$ cat src/ps2_pkg.sv
// PS/2 protocol definitions
`default_nettype none

package ps2_pkg;

    // One scan byte, set 2
    typedef logic [7:0] scan_code_t;

    // Prefix bytes
    localparam scan_code_t prefix_ext   = 8'hE0;  // Extended key follows
    localparam scan_code_t prefix_break = 8'hF0;  // Key release follows

    // Start, 8 data, odd parity, stop
    localparam int frame_bits = 11;

    // Bit positions, LSB first on the wire
    localparam int start_pos = 0;
    localparam int data_lsb  = 1;
    localparam int par_pos   = 9;
    localparam int stop_pos  = 10;

    // Whole frame as received
    typedef logic [frame_bits-1:0] frame_t;

endpackage

`default_nettype wire

$ cat src/arcade_keys_pkg.sv
// Arcade control types and key codes
`default_nettype none

package arcade_keys_pkg;

    typedef logic [9:0] joy_t;   // Bits 7..9 spare
    typedef logic [1:0] pair_t;  // Player 1 in bit 0
    typedef logic [3:0] gfx_t;   // Layer enables

    // Joystick bit positions
    localparam int joy_right = 0;
    localparam int joy_left  = 1;
    localparam int joy_down  = 2;
    localparam int joy_up    = 3;
    localparam int joy_but1  = 4;
    localparam int joy_but2  = 5;
    localparam int joy_but3  = 6;

    localparam int p1 = 0;
    localparam int p2 = 1;

    // Graphics layers
    localparam int gfx_char = 0;
    localparam int gfx_scr1 = 1;
    localparam int gfx_scr2 = 2;
    localparam int gfx_obj  = 3;

    // Arrows, extended only
    localparam ps2_pkg::scan_code_t sc_up    = 8'h75;
    localparam ps2_pkg::scan_code_t sc_down  = 8'h72;
    localparam ps2_pkg::scan_code_t sc_left  = 8'h6B;
    localparam ps2_pkg::scan_code_t sc_right = 8'h74;

    // Player 1 buttons
    localparam ps2_pkg::scan_code_t sc_lctrl = 8'h14;
    localparam ps2_pkg::scan_code_t sc_lalt  = 8'h11;
    localparam ps2_pkg::scan_code_t sc_space = 8'h29;

    // Player 2 letters
    localparam ps2_pkg::scan_code_t sc_r = 8'h2D;
    localparam ps2_pkg::scan_code_t sc_f = 8'h2B;
    localparam ps2_pkg::scan_code_t sc_d = 8'h23;
    localparam ps2_pkg::scan_code_t sc_g = 8'h34;
    localparam ps2_pkg::scan_code_t sc_a = 8'h1C;
    localparam ps2_pkg::scan_code_t sc_s = 8'h1B;
    localparam ps2_pkg::scan_code_t sc_q = 8'h15;

    // Coins, starts, pause
    localparam ps2_pkg::scan_code_t sc_5  = 8'h2E;
    localparam ps2_pkg::scan_code_t sc_6  = 8'h36;
    localparam ps2_pkg::scan_code_t sc_1  = 8'h16;
    localparam ps2_pkg::scan_code_t sc_2  = 8'h1E;
    localparam ps2_pkg::scan_code_t sc_p  = 8'h4D;
    localparam ps2_pkg::scan_code_t sc_f1 = 8'h05;
    localparam ps2_pkg::scan_code_t sc_f2 = 8'h06;
    localparam ps2_pkg::scan_code_t sc_f3 = 8'h04;
    localparam ps2_pkg::scan_code_t sc_f4 = 8'h0C;

    // Layer toggles
    localparam ps2_pkg::scan_code_t sc_f7  = 8'h83;
    localparam ps2_pkg::scan_code_t sc_f8  = 8'h0A;
    localparam ps2_pkg::scan_code_t sc_f9  = 8'h01;
    localparam ps2_pkg::scan_code_t sc_f10 = 8'h09;

endpackage

`default_nettype wire

$ cat src/key_event_if.sv
// Decoded key event channel
`default_nettype none

interface key_event_if;

    ps2_pkg::scan_code_t code;  // Final byte of the sequence
    logic extended;             // E0 seen before code
    logic released;             // F0 seen before code
    logic strobe;               // One cycle, qualifies the rest

    modport src (
        output code,
        output extended,
        output released,
        output strobe
    );

    modport dst (
        input code,
        input extended,
        input released,
        input strobe
    );

endinterface

`default_nettype wire

$ cat src/arcade_key_map.sv
// Key event to arcade control map
`default_nettype none

module arcade_key_map (
    input  wire                    clk,
    input  wire                    rst,
    key_event_if.dst               ev,
    output arcade_keys_pkg::joy_t  key_joy1,
    output arcade_keys_pkg::joy_t  key_joy2,
    output arcade_keys_pkg::pair_t key_start,
    output arcade_keys_pkg::pair_t key_coin,
    output logic                   key_pause,
    output arcade_keys_pkg::gfx_t  key_gfx
);

    logic level;   // Make sets, break clears

    assign level = !ev.released;

    always_ff @(posedge clk) begin
        if (rst) begin
            key_joy1  <= '0;
            key_joy2  <= '0;
            key_start <= '0;
            key_coin  <= '0;
            key_pause <= 1'b0;
            key_gfx   <= '0;
        end else if (ev.strobe) begin
            // Extended flag is part of the match
            case ({ev.extended, ev.code})
                // Player 1, arrows need E0
                {1'b1, arcade_keys_pkg::sc_up}:    key_joy1[arcade_keys_pkg::joy_up]    <= level;
                {1'b1, arcade_keys_pkg::sc_down}:  key_joy1[arcade_keys_pkg::joy_down]  <= level;
                {1'b1, arcade_keys_pkg::sc_left}:  key_joy1[arcade_keys_pkg::joy_left]  <= level;
                {1'b1, arcade_keys_pkg::sc_right}: key_joy1[arcade_keys_pkg::joy_right] <= level;
                {1'b0, arcade_keys_pkg::sc_lctrl}: key_joy1[arcade_keys_pkg::joy_but1]  <= level;
                {1'b0, arcade_keys_pkg::sc_lalt}:  key_joy1[arcade_keys_pkg::joy_but2]  <= level;
                {1'b0, arcade_keys_pkg::sc_space}: key_joy1[arcade_keys_pkg::joy_but3]  <= level;
                // Player 2 on the letter block
                {1'b0, arcade_keys_pkg::sc_r}: key_joy2[arcade_keys_pkg::joy_up]    <= level;
                {1'b0, arcade_keys_pkg::sc_f}: key_joy2[arcade_keys_pkg::joy_down]  <= level;
                {1'b0, arcade_keys_pkg::sc_d}: key_joy2[arcade_keys_pkg::joy_left]  <= level;
                {1'b0, arcade_keys_pkg::sc_g}: key_joy2[arcade_keys_pkg::joy_right] <= level;
                {1'b0, arcade_keys_pkg::sc_a}: key_joy2[arcade_keys_pkg::joy_but1]  <= level;
                {1'b0, arcade_keys_pkg::sc_s}: key_joy2[arcade_keys_pkg::joy_but2]  <= level;
                {1'b0, arcade_keys_pkg::sc_q}: key_joy2[arcade_keys_pkg::joy_but3]  <= level;
                // Coins
                {1'b0, arcade_keys_pkg::sc_5},
                {1'b0, arcade_keys_pkg::sc_f3}: key_coin[arcade_keys_pkg::p1] <= level;
                {1'b0, arcade_keys_pkg::sc_6}:  key_coin[arcade_keys_pkg::p2] <= level;
                // Starts
                {1'b0, arcade_keys_pkg::sc_1},
                {1'b0, arcade_keys_pkg::sc_f1}: key_start[arcade_keys_pkg::p1] <= level;
                {1'b0, arcade_keys_pkg::sc_2},
                {1'b0, arcade_keys_pkg::sc_f2}: key_start[arcade_keys_pkg::p2] <= level;
                {1'b0, arcade_keys_pkg::sc_p},
                {1'b0, arcade_keys_pkg::sc_f4}: key_pause <= level;
                // Layer enables on F7..F10
                {1'b0, arcade_keys_pkg::sc_f7}:  key_gfx[arcade_keys_pkg::gfx_char] <= level;
                {1'b0, arcade_keys_pkg::sc_f8}:  key_gfx[arcade_keys_pkg::gfx_scr1] <= level;
                {1'b0, arcade_keys_pkg::sc_f9}:  key_gfx[arcade_keys_pkg::gfx_scr2] <= level;
                {1'b0, arcade_keys_pkg::sc_f10}: key_gfx[arcade_keys_pkg::gfx_obj]  <= level;
                default: ;   // Unmapped key
            endcase
        end
    end

endmodule

`default_nettype wire

$ cat src/arcade_keyboard.sv
// PS/2 keyboard to arcade controls
`default_nettype none

module arcade_keyboard #(
    parameter int FILTER_LEN = 8,     // Clock filter run length
    parameter int IDLE_LIMIT = 4096   // Partial frame timeout
) (
    input  wire                    clk,
    input  wire                    rst,
    input  wire                    ps2_clk,
    input  wire                    ps2_data,
    output arcade_keys_pkg::joy_t  key_joy1,
    output arcade_keys_pkg::joy_t  key_joy2,
    output arcade_keys_pkg::pair_t key_start,
    output arcade_keys_pkg::pair_t key_coin,
    output logic                   key_pause,
    output arcade_keys_pkg::gfx_t  key_gfx
);

    ps2_pkg::scan_code_t byte_data;
    logic                byte_valid;
    logic                byte_error;

    key_event_if ev_if ();   // Tracker to key map

    ps2_rx #(
        .FILTER_LEN (FILTER_LEN),
        .IDLE_LIMIT (IDLE_LIMIT)
    ) u_rx (
        .clk        (clk),
        .rst        (rst),
        .ps2_clk    (ps2_clk),
        .ps2_data   (ps2_data),
        .byte_data  (byte_data),
        .byte_valid (byte_valid),
        .byte_error (byte_error)
    );

    ps2_scan_tracker u_tracker (
        .clk        (clk),
        .rst        (rst),
        .byte_data  (byte_data),
        .byte_valid (byte_valid),
        .byte_error (byte_error),
        .ev         (ev_if.src)
    );

    arcade_key_map u_key_map (
        .clk       (clk),
        .rst       (rst),
        .ev        (ev_if.dst),
        .key_joy1  (key_joy1),
        .key_joy2  (key_joy2),
        .key_start (key_start),
        .key_coin  (key_coin),
        .key_pause (key_pause),
        .key_gfx   (key_gfx)
    );

endmodule

`default_nettype wire

$ cat src/ps2_rx.sv
// PS/2 frame receiver
`default_nettype none

module ps2_rx #(
    parameter int FILTER_LEN = 8,
    parameter int IDLE_LIMIT = 4096
) (
    input  wire                 clk,
    input  wire                 rst,
    input  wire                 ps2_clk,
    input  wire                 ps2_data,
    output ps2_pkg::scan_code_t byte_data,
    output logic                byte_valid,
    output logic                byte_error
);

    localparam int FILT_W = $clog2(FILTER_LEN + 1);
    localparam int IDLE_W = $clog2(IDLE_LIMIT + 1);
    localparam int CNT_W  = $clog2(ps2_pkg::frame_bits + 1);

    logic [1:0]        clk_sync;   // Two-flop synchronizers
    logic [1:0]        data_sync;
    logic              clk_filt;   // Debounced PS/2 clock
    logic [FILT_W-1:0] filt_cnt;   // Run of samples differing from clk_filt
    logic              accept;
    logic              fall;
    logic [CNT_W-1:0]  bit_cnt;
    logic [IDLE_W-1:0] idle_cnt;
    logic              last_bit;
    logic              frame_ok;
    logic [ps2_pkg::frame_bits-2:0] shreg;   // Bits received so far
    ps2_pkg::frame_t   frame;      // Shift register with the current bit in

    // New level held for FILTER_LEN samples
    assign accept = (clk_sync[1] != clk_filt) && (filt_cnt == FILT_W'(FILTER_LEN - 1));
    assign fall   = accept && !clk_sync[1];   // Internal falling edge

    // Bits arrive LSB first, so shift in from the top
    assign frame    = {data_sync[1], shreg};
    assign last_bit = bit_cnt == CNT_W'(ps2_pkg::frame_bits - 1);

    // Start low, odd parity over data and parity, stop high
    assign frame_ok = !frame[ps2_pkg::start_pos]
                      && (^frame[ps2_pkg::par_pos:ps2_pkg::data_lsb])
                      && frame[ps2_pkg::stop_pos];

    always_ff @(posedge clk) begin
        if (rst) begin
            clk_sync  <= 2'b11;   // Bus idles high
            data_sync <= 2'b11;
            clk_filt  <= 1'b1;
            filt_cnt  <= '0;
        end else begin
            clk_sync  <= {clk_sync[0], ps2_clk};
            data_sync <= {data_sync[0], ps2_data};
            if (clk_sync[1] == clk_filt) begin
                filt_cnt <= '0;   // Glitch gone, start over
            end else if (accept) begin
                clk_filt <= clk_sync[1];
                filt_cnt <= '0;
            end else begin
                filt_cnt <= filt_cnt + 1'b1;
            end
        end
    end

    always_ff @(posedge clk) begin
        if (rst) begin
            bit_cnt    <= '0;
            idle_cnt   <= '0;
            byte_valid <= 1'b0;
            byte_error <= 1'b0;
        end else begin
            byte_valid <= 1'b0;
            byte_error <= 1'b0;

            // Any filtered edge restarts the idle timer
            if (accept) begin
                idle_cnt <= '0;
            end else if (idle_cnt != IDLE_W'(IDLE_LIMIT)) begin
                idle_cnt <= idle_cnt + 1'b1;   // Saturates
            end

            if (fall) begin
                if (last_bit) begin
                    bit_cnt    <= '0;
                    byte_valid <= frame_ok;
                    byte_error <= !frame_ok;
                end else begin
                    bit_cnt <= bit_cnt + 1'b1;
                end
            end else if (idle_cnt == IDLE_W'(IDLE_LIMIT)) begin
                bit_cnt <= '0;   // Drop stale partial frame
            end
        end
    end

    // Payload path
    always_ff @(posedge clk) begin
        if (fall) begin
            shreg <= frame[ps2_pkg::frame_bits-1:1];
        end
        if (fall && last_bit) begin
            byte_data <= frame[ps2_pkg::data_lsb +: 8];
        end
    end

endmodule

`default_nettype wire

$ cat src/ps2_scan_tracker.sv
// Scan code prefix tracker
`default_nettype none

module ps2_scan_tracker (
    input  wire                 clk,
    input  wire                 rst,
    input  wire ps2_pkg::scan_code_t byte_data,
    input  wire                 byte_valid,
    input  wire                 byte_error,
    key_event_if.src            ev
);

    typedef enum logic [1:0] {
        st_idle,
        st_ext,
        st_brk,
        st_ext_brk
    } prefix_state_t;

    prefix_state_t state;
    logic          is_ext;
    logic          is_brk;
    logic          ext_seen;
    logic          brk_seen;

    assign is_ext   = byte_data == ps2_pkg::prefix_ext;
    assign is_brk   = byte_data == ps2_pkg::prefix_break;
    assign ext_seen = (state == st_ext) || (state == st_ext_brk);
    assign brk_seen = (state == st_brk) || (state == st_ext_brk);

    always_ff @(posedge clk) begin
        if (rst) begin
            state     <= st_idle;
            ev.strobe <= 1'b0;
        end else begin
            ev.strobe <= byte_valid && !is_ext && !is_brk;   // Prefixes never emit
            if (byte_error) begin
                state <= st_idle;   // Forget half-seen sequence
            end else if (byte_valid) begin
                if (is_ext || is_brk) begin
                    case ({ext_seen | is_ext, brk_seen | is_brk})
                        2'b10:   state <= st_ext;
                        2'b01:   state <= st_brk;
                        default: state <= st_ext_brk;
                    endcase
                end else begin
                    state <= st_idle;   // Sequence complete
                end
            end
        end
    end

    // Event payload, valid with strobe
    always_ff @(posedge clk) begin
        if (byte_valid) begin
            ev.code     <= byte_data;
            ev.extended <= ext_seen;
            ev.released <= brk_seen;
        end
    end

endmodule

`default_nettype wire

$ cat config.mk
export PLATFORM = sky130hd
export DESIGN_NAME = arcade_keyboard
export DESIGN_NICKNAME = d
export VERILOG_FILES = /design/src/ps2_pkg.sv /design/src/arcade_keys_pkg.sv /design/src/key_event_if.sv /design/src/arcade_key_map.sv /design/src/arcade_keyboard.sv /design/src/ps2_rx.sv /design/src/ps2_scan_tracker.sv
export SDC_FILE = /design/constraint.sdc
export NUM_CORES = 1
export LEC_CHECK = 0
export BUFFER_PORTS_ARGS = -buffer_cell sky130_fd_sc_hd__buf_2
export CAP_MARGIN = 10
export CORE_UTILIZATION = 44
export DETAILED_ROUTE_END_ITERATION = 16
export GPL_TIMING_DRIVEN = 0
export PLACE_DENSITY = 0.7
export SLEW_MARGIN = 20
export SYNTH_ARGS = -nofsm -noshare
export SYNTH_HDL_FRONTEND = slang
export SYNTH_SLANG_ARGS = --single-unit
$ cat constraint.sdc
create_clock -name clk -period 2.3 [get_ports clk]
set_input_delay 0.115 -clock clk [delete_from_list [all_inputs] [get_ports clk]]
set_output_delay 0.115 -clock clk [all_outputs]
set_load 0.005 [all_outputs]
# After elaboration in Yosys (flattened, before gate mapping)
# Cells that the tools add are included.
word_totals:
  reg_bits: 82
  latchBits: 0
  mem_bits_rw: 0
  romBits: 0
  inputBits: 4
  out_inout_bits: 29
  wordCells: 141
  n_memories: 0
op_classes:
  n_addsub: 3
  n_mul: 0
  div_mod_pow: 0
  order_cmp: 0
  eq_ne: 40
  shifts: 0
  muxes: 5
  bitwise_logic: 5
  reduce_logical: 50
op_table:
  columns: ["op", "count"]
  rows:
  - ["$eq A9 B5 Y1 const B", 7]
  - ["$eq A9 B6 Y1 const B", 7]
  - ["$reduce_and A2 Y1", 24]
  - ["$eq A9 B9 Y1 const B", 4]
  - ["$eq A9 B3 Y1 const B", 3]
  - ["$eq A9 B4 Y1 const B", 3]
  - ["$eq A8 B8 Y1 const B", 2]
  - ["$add A13 B1 Y13 const B", 1]
  - ["$eq A13 B13 Y1 const B", 1]
  - ["$ne A13 B13 Y1 const B", 1]
  - ["$mux W4", 3]
  - ["$reduce_or A2 Y1", 6]
  - ["$eq A9 B1 Y1 const B", 1]
  - ["$eq A9 B7 Y1 const B", 1]
  - ["$eq A9 B8 Y1 const B", 1]
  - ["$reduce_xor A9 Y1", 1]
  - ["$add A4 B1 Y4 const B", 2]
  - ["$logic_and A1 B1 Y1", 7]
  - ["$eq A2 B2 Y1 const B", 3]
  - ["$logic_not A1 Y1", 6]
  - ["$reduce_or A3 Y1", 2]
  - ["$eq A2 B1 Y1 const B", 2]
  - ["$eq A4 B3 Y1 const B", 1]
  - ["$eq A4 B4 Y1 const B", 1]
  - ["other kinds (8)", 13]

# Depth between registers and ports, before layout
depth:
  depth_word: 6
  depth_mapped: 6
  mapped_depth_nobuf: 6

# Cells and area by module
# A second synthesis with hierarchy kept.
hier_totals:
  cells_unflattened: 322
  hier_area_um2: 3493.4
by_module_without_submodules:
  columns: ["module", "n_inst", "cells_each", "area_each_um2", "seq_area_each_um2"]
  rows:
  - ["ps2_rx", 1, 158, 1860.5, 1101.1]
  - ["arcade_key_map", 1, 141, 1212.4, 460.4]
  - ["ps2_scan_tracker", 1, 23, 420.4, 360.3]

# Worst setup path after synthesis
# OpenSTA, ideal clock, no wires.
synth_timing:
  path_type: "register -> register"
  from: "register u_tracker.ev.code[6]"
  to: "register u_key_map.key_coin[0]"
  setup_time_ns: 0.067
  t_arrival_ns: 1.901
  t_required_ns: 2.233
  path_slack_ns: 0.332
  stages_incl_launch_ff: 6
  n_path_buf: 1
  synth_period_minus_slack_ns: 1.968
  cell_sequence: "edfxtp_1 or4b_1 buf_2 or4_4 a21o_1 a21oi_2"
synth_via:
  elab_chain_len: 3
  word_cells_on_any_way: 4
  classes_between: "2 x eq/ne; 2 x reduce/logical"
synth_lines:
  columns: ["item", "line_no", "rtl"]
  rows:
  - ["from (decl)", "key_event_if.sv:12", "output code,"]
  - ["from (signal assigned)", "ps2_scan_tracker.sv:56", "ev.code <= byte_data;"]
  - ["$eq A9 B6 Y1 / $eq A9 B3 Y1 (equally long branches)", "arcade_key_map.sv:30", "case ({ev.extended, ev.code})"]
  - ["$reduce_or A2 Y1 (*)", "arcade_key_map.sv:30", null]
  - ["$reduce_and A2 Y1 (no source line) (*)", null, null]
  - ["to (signal, indexed assignment)", "arcade_key_map.sv:49", "{1'b0, arcade_keys_pkg::sc_f3}: key_coin[arcade_keys_pkg::p1] <= level;"]
  - ["to (signal, indexed assignment)", "arcade_key_map.sv:50", "{1'b0, arcade_keys_pkg::sc_6}: key_coin[arcade_keys_pkg::p2] <= level;"]
  - ["to (decl)", "arcade_key_map.sv:11", "output arcade_keys_pkg::pair_t key_coin,"]
# Mark *: on every way between the ends. The rest lies on a longest branch, timed or not.
# A chain may end at the register's enable or synchronous reset.

# Final worst setup path
layout_timing:
  from: "register u_tracker.ev.code[6]"
  to: "register u_key_map.key_joy2[4]"
layout_via:
  elab_chain_len: 2
layout_lines:
  columns: ["item", "line_no", "rtl"]
  rows:
  - ["$eq A9 B5 Y1", "arcade_key_map.sv:30", null]
  - ["$reduce_and A2 Y1 (no source line)", null, null]
  - ["to (signal, indexed assignment)", "arcade_key_map.sv:40", "{1'b0, arcade_keys_pkg::sc_r}: key_joy2[arcade_keys_pkg::joy_up] <= level;"]
  - ["to (signal, indexed assignment)", "arcade_key_map.sv:41", "{1'b0, arcade_keys_pkg::sc_f}: key_joy2[arcade_keys_pkg::joy_down] <= level;"]
  - ["to (signal, indexed assignment)", "arcade_key_map.sv:42", "{1'b0, arcade_keys_pkg::sc_d}: key_joy2[arcade_keys_pkg::joy_left] <= level;"]
  - ["to (decl)", "arcade_key_map.sv:9", "output arcade_keys_pkg::joy_t key_joy2,"]
# Every way passes these cells.

==> run metrics <==
status completed; Slew HR 0.542; min Tclk post-route 2.18 ns; setup TNS 0 ns; top-area cell type share of the netlist area 0.316; critical path peak fanout 10; core box area 0.00737 mm^2; DRT Wirelength 6090 um; top cells by area, synth dfxtp_1 32%, edfxtp_1 25%, nor2_1 4.2%, xnor2_1 3.3%, nand3_1 2.8%; Ant. Diodes 0; Data required, critical path 2.55 ns; P per Cell Area 713 mW/mm^2; number of global-route vias before repair 2,309; sw frac 0.189; Leak 1.50 nW; die width 90.2 um; max cap viols 0; DR DRC count 0; Yosys reg bits 82; Critical Path End Type flip-flop; 1st-pass router iterations 4; total CTS buffers 9; Clk network pwr share 0.453; Final Wtd Congestion 0.807; Reg power frac 0.528; port bufs 26; commonest non-fill, non-tap cell in the layout dfxtp_1; Detail Route Antenna Nets 0; pin count of the biggest net entering global routing 15; Final setup viols 0; Avg Inst Size Synth 10.7 um^2; DR vias 2,414; leading area contributor after synthesis dfxtp_1; Ports 33; Post-synth top flop dfxtp_1; P_int 2.31 mW; row cnt 31; sequential share of the synthesized area 0.562; Fin. Hold Viols 0; combinational share of power 0.019; average via count per standard cell 5.15; Final period util 0.950; HPWL Detailed 4420 um; Worst path slowest cell or4b_1; TritonCTS Sinks 82; Yosys warning count 0; Worst Tran Pin Value 0.685 ns; clk slew on worst S/H paths 0.08 ns; Post-Synthesis Cells 321; critical path startpoint category flip-flop; Post-synth EDFFs 28; Clock Tree Root clkbuf_8; Die Height 90.2 um; Routed WL per cell 13.0 um; worst skew pair latency 0.35 ns; Max Fclk 0.458 GHz; total power 2.84 mW; share of synthesized registers carrying an async set or reset 0; Nets 374; Die Footprint 0.00813 mm^2; NetSw 0.537 mW; Initial DRC Count 102; Unique masters post-synth 47; area delta synth->final 16.5%; GRT overflow 0; CTS H-tree depth 3; crit path kind reg2reg; first-pass GRT wire length 10,300 um; Initial Util 0.464; clk_skew 0.0101 ns; Filler cells 648; max incr delay on CP 0.51 ns; most frequent cells in the layout 54 x dfxtp_1, 38 x nor2_1, 28 x edfxtp_1; Clock Path Buffers 2; Peak supply drop 350 uV; Hold Crit Class in2reg; gr usage total 0.159; crit-path cells or4b_1, buf_2, nor3b_2, a21oi_1, a311oi_1; Final Max Slew Viols 0; RSZ-0062 raised after global routing false; initial antenna violation count 0; mapped cell area 0.00342 mm^2; Arr. time, crit path 2.44 ns; Post-CTS Setup Inserts 0; CTS tree built; share of cells above drive strength 1 0.168
## layer usage
layer / up-vias / routed length (um) / GRT usage
met1: 1134 / 2770 / 0.175
met2: 41 / 3010 / 0.289
met4: 0 / 102 / 0.0578
li1: 1230 / - / -
met5: - / 0 / 0
met3: 9 / 202 / 0.0440
## kinds of logic (layout without fill, tap and decap cells)
logic type / Yosys count / in the layout / synth area share
XOR/XNOR: 20 / 20 / 0.0553
AO/OA/AOI/OAI: 43 / 43 / 0.0834
other: 1 / 6 / 0.00110
adder cells (fa/ha/maj): 5 / 5 / 0.0183
multiplexers: 9 / 9 / 0.0263
AND/OR/NAND/NOR: 127 / 127 / 0.209
flip-flops: 82 / 82 / 0.562
buffers and inverters: 34 / 78 / 0.0443
## power groups by stage
stage | registers [mW] | logic [mW] | clock network, mW
floorplan | 1.53 | 0.0395 | 0
global placement | 1.53 | 0.0508 | 0
detailed placement | 1.53 | 0.0519 | 0
CTS | 1.50 | 0.0547 | 1.32
global route | 1.50 | 0.0611 | 1.37
finish | 1.50 | 0.0543 | 1.29
## layout make-up
cell class | instances | area, um^2 | area share
Tap cell | 99 | 124 | 0.0311
Sequential cell | 82 | 1920 | 0.482
Buffer | 22 | 106 | 0.0267
Multi-Input combinational cell | 210 | 1380 | 0.346
Inverter | 12 | 45.0 | 0.0113
Timing Repair Buffer | 28 | 150 | 0.0377
Clock inverter | 6 | 111 | 0.0279
Clock buffer | 10 | 149 | 0.0374
## stage by stage
| step | setup slack (ns) | util | instance area (um^2) | hold slack, ns | cells |
|---|---|---|---|---|---|
| floorplan | 0.332 | - | 3440 | 0.219 | 326 |
| global placement | 0.107 | 0.501 | 3690 | 0.302 | 451 |
| detailed placement | 0.0830 | 0.501 | 3690 | 0.302 | 451 |
| CTS | 0.129 | 0.540 | 3980 | 0.134 | 469 |
| global route | 0.00265 | 0.541 | 3990 | 0.170 | 469 |
| finish | 0.115 | 0.541 | 3990 | 0.138 | 469 |
## registers in the layout (all words and copies together), names as in the netlist, 2 cells and up
signal               cells
u_rx.idle_cnt           13
u_tracker.ev.code        8
u_key_map.key_gfx        4
u_rx.shreg              10
u_rx.clk_sync            2
u_key_map.key_joy2       7
u_key_map.key_coin       2
u_rx.byte_data           8
u_key_map.key_start      2
u_rx.filt_cnt            4
u_tracker.state          2
u_rx.bit_cnt             4
u_key_map.key_joy1       7
u_rx.data_sync           2
## worst max-delay path: cells and delay by family (launching register included)
family | cells | cell delay [ns]
simple gates | 2 | 1.02
flops | 1 | 0.47
compound gates | 2 | 0.42
buf+inv | 1 | 0.18
## synthesized netlist by cell type, drive strengths merged, types with 4 or more instances
| master | number |
|---|---|
| a211oi | 6 |
| a21oi | 17 |
| a311oi | 7 |
| buf | 7 |
| clkbuf | 15 |
| dfxtp | 54 |
| edfxtp | 28 |
| ha | 5 |
| inv | 12 |
| mux2i | 9 |
| nand2 | 7 |
| nand2b | 6 |
| nand3 | 19 |
| nand3b | 4 |
| nor2 | 38 |
| nor2b | 4 |
| nor3 | 10 |
| nor4 | 8 |
| nor4bb | 4 |
| o21ai | 4 |
| or2 | 6 |
| xnor2 | 13 |
| xor2 | 6 |
## repair_timing
item                                    CTS  global route
hold endpoints to repair                  2             0
gates resized for setup                   1             0
hold buffers                              2             0
endpoints found under the setup margin    2             0
## path summary, 6_finish.rpt
| path | startpoint | endpoint | slack (ns) | cells after the start |
|---|---|---|---|---|
| max | u_tracker.ev.code[6] | u_key_map.key_joy2[4] | 0.12 | 5 |
| min | rst | u_rx.idle_cnt[6] | 0.14 | 3 |
| max reg2reg | u_tracker.ev.code[6] | u_key_map.key_joy2[4] | 0.12 | 5 |
| min reg2reg | u_rx.data_sync[0] | u_rx.data_sync[1] | 0.43 | 1 |
Note: power is estimated with default switching activity, not from simulation.
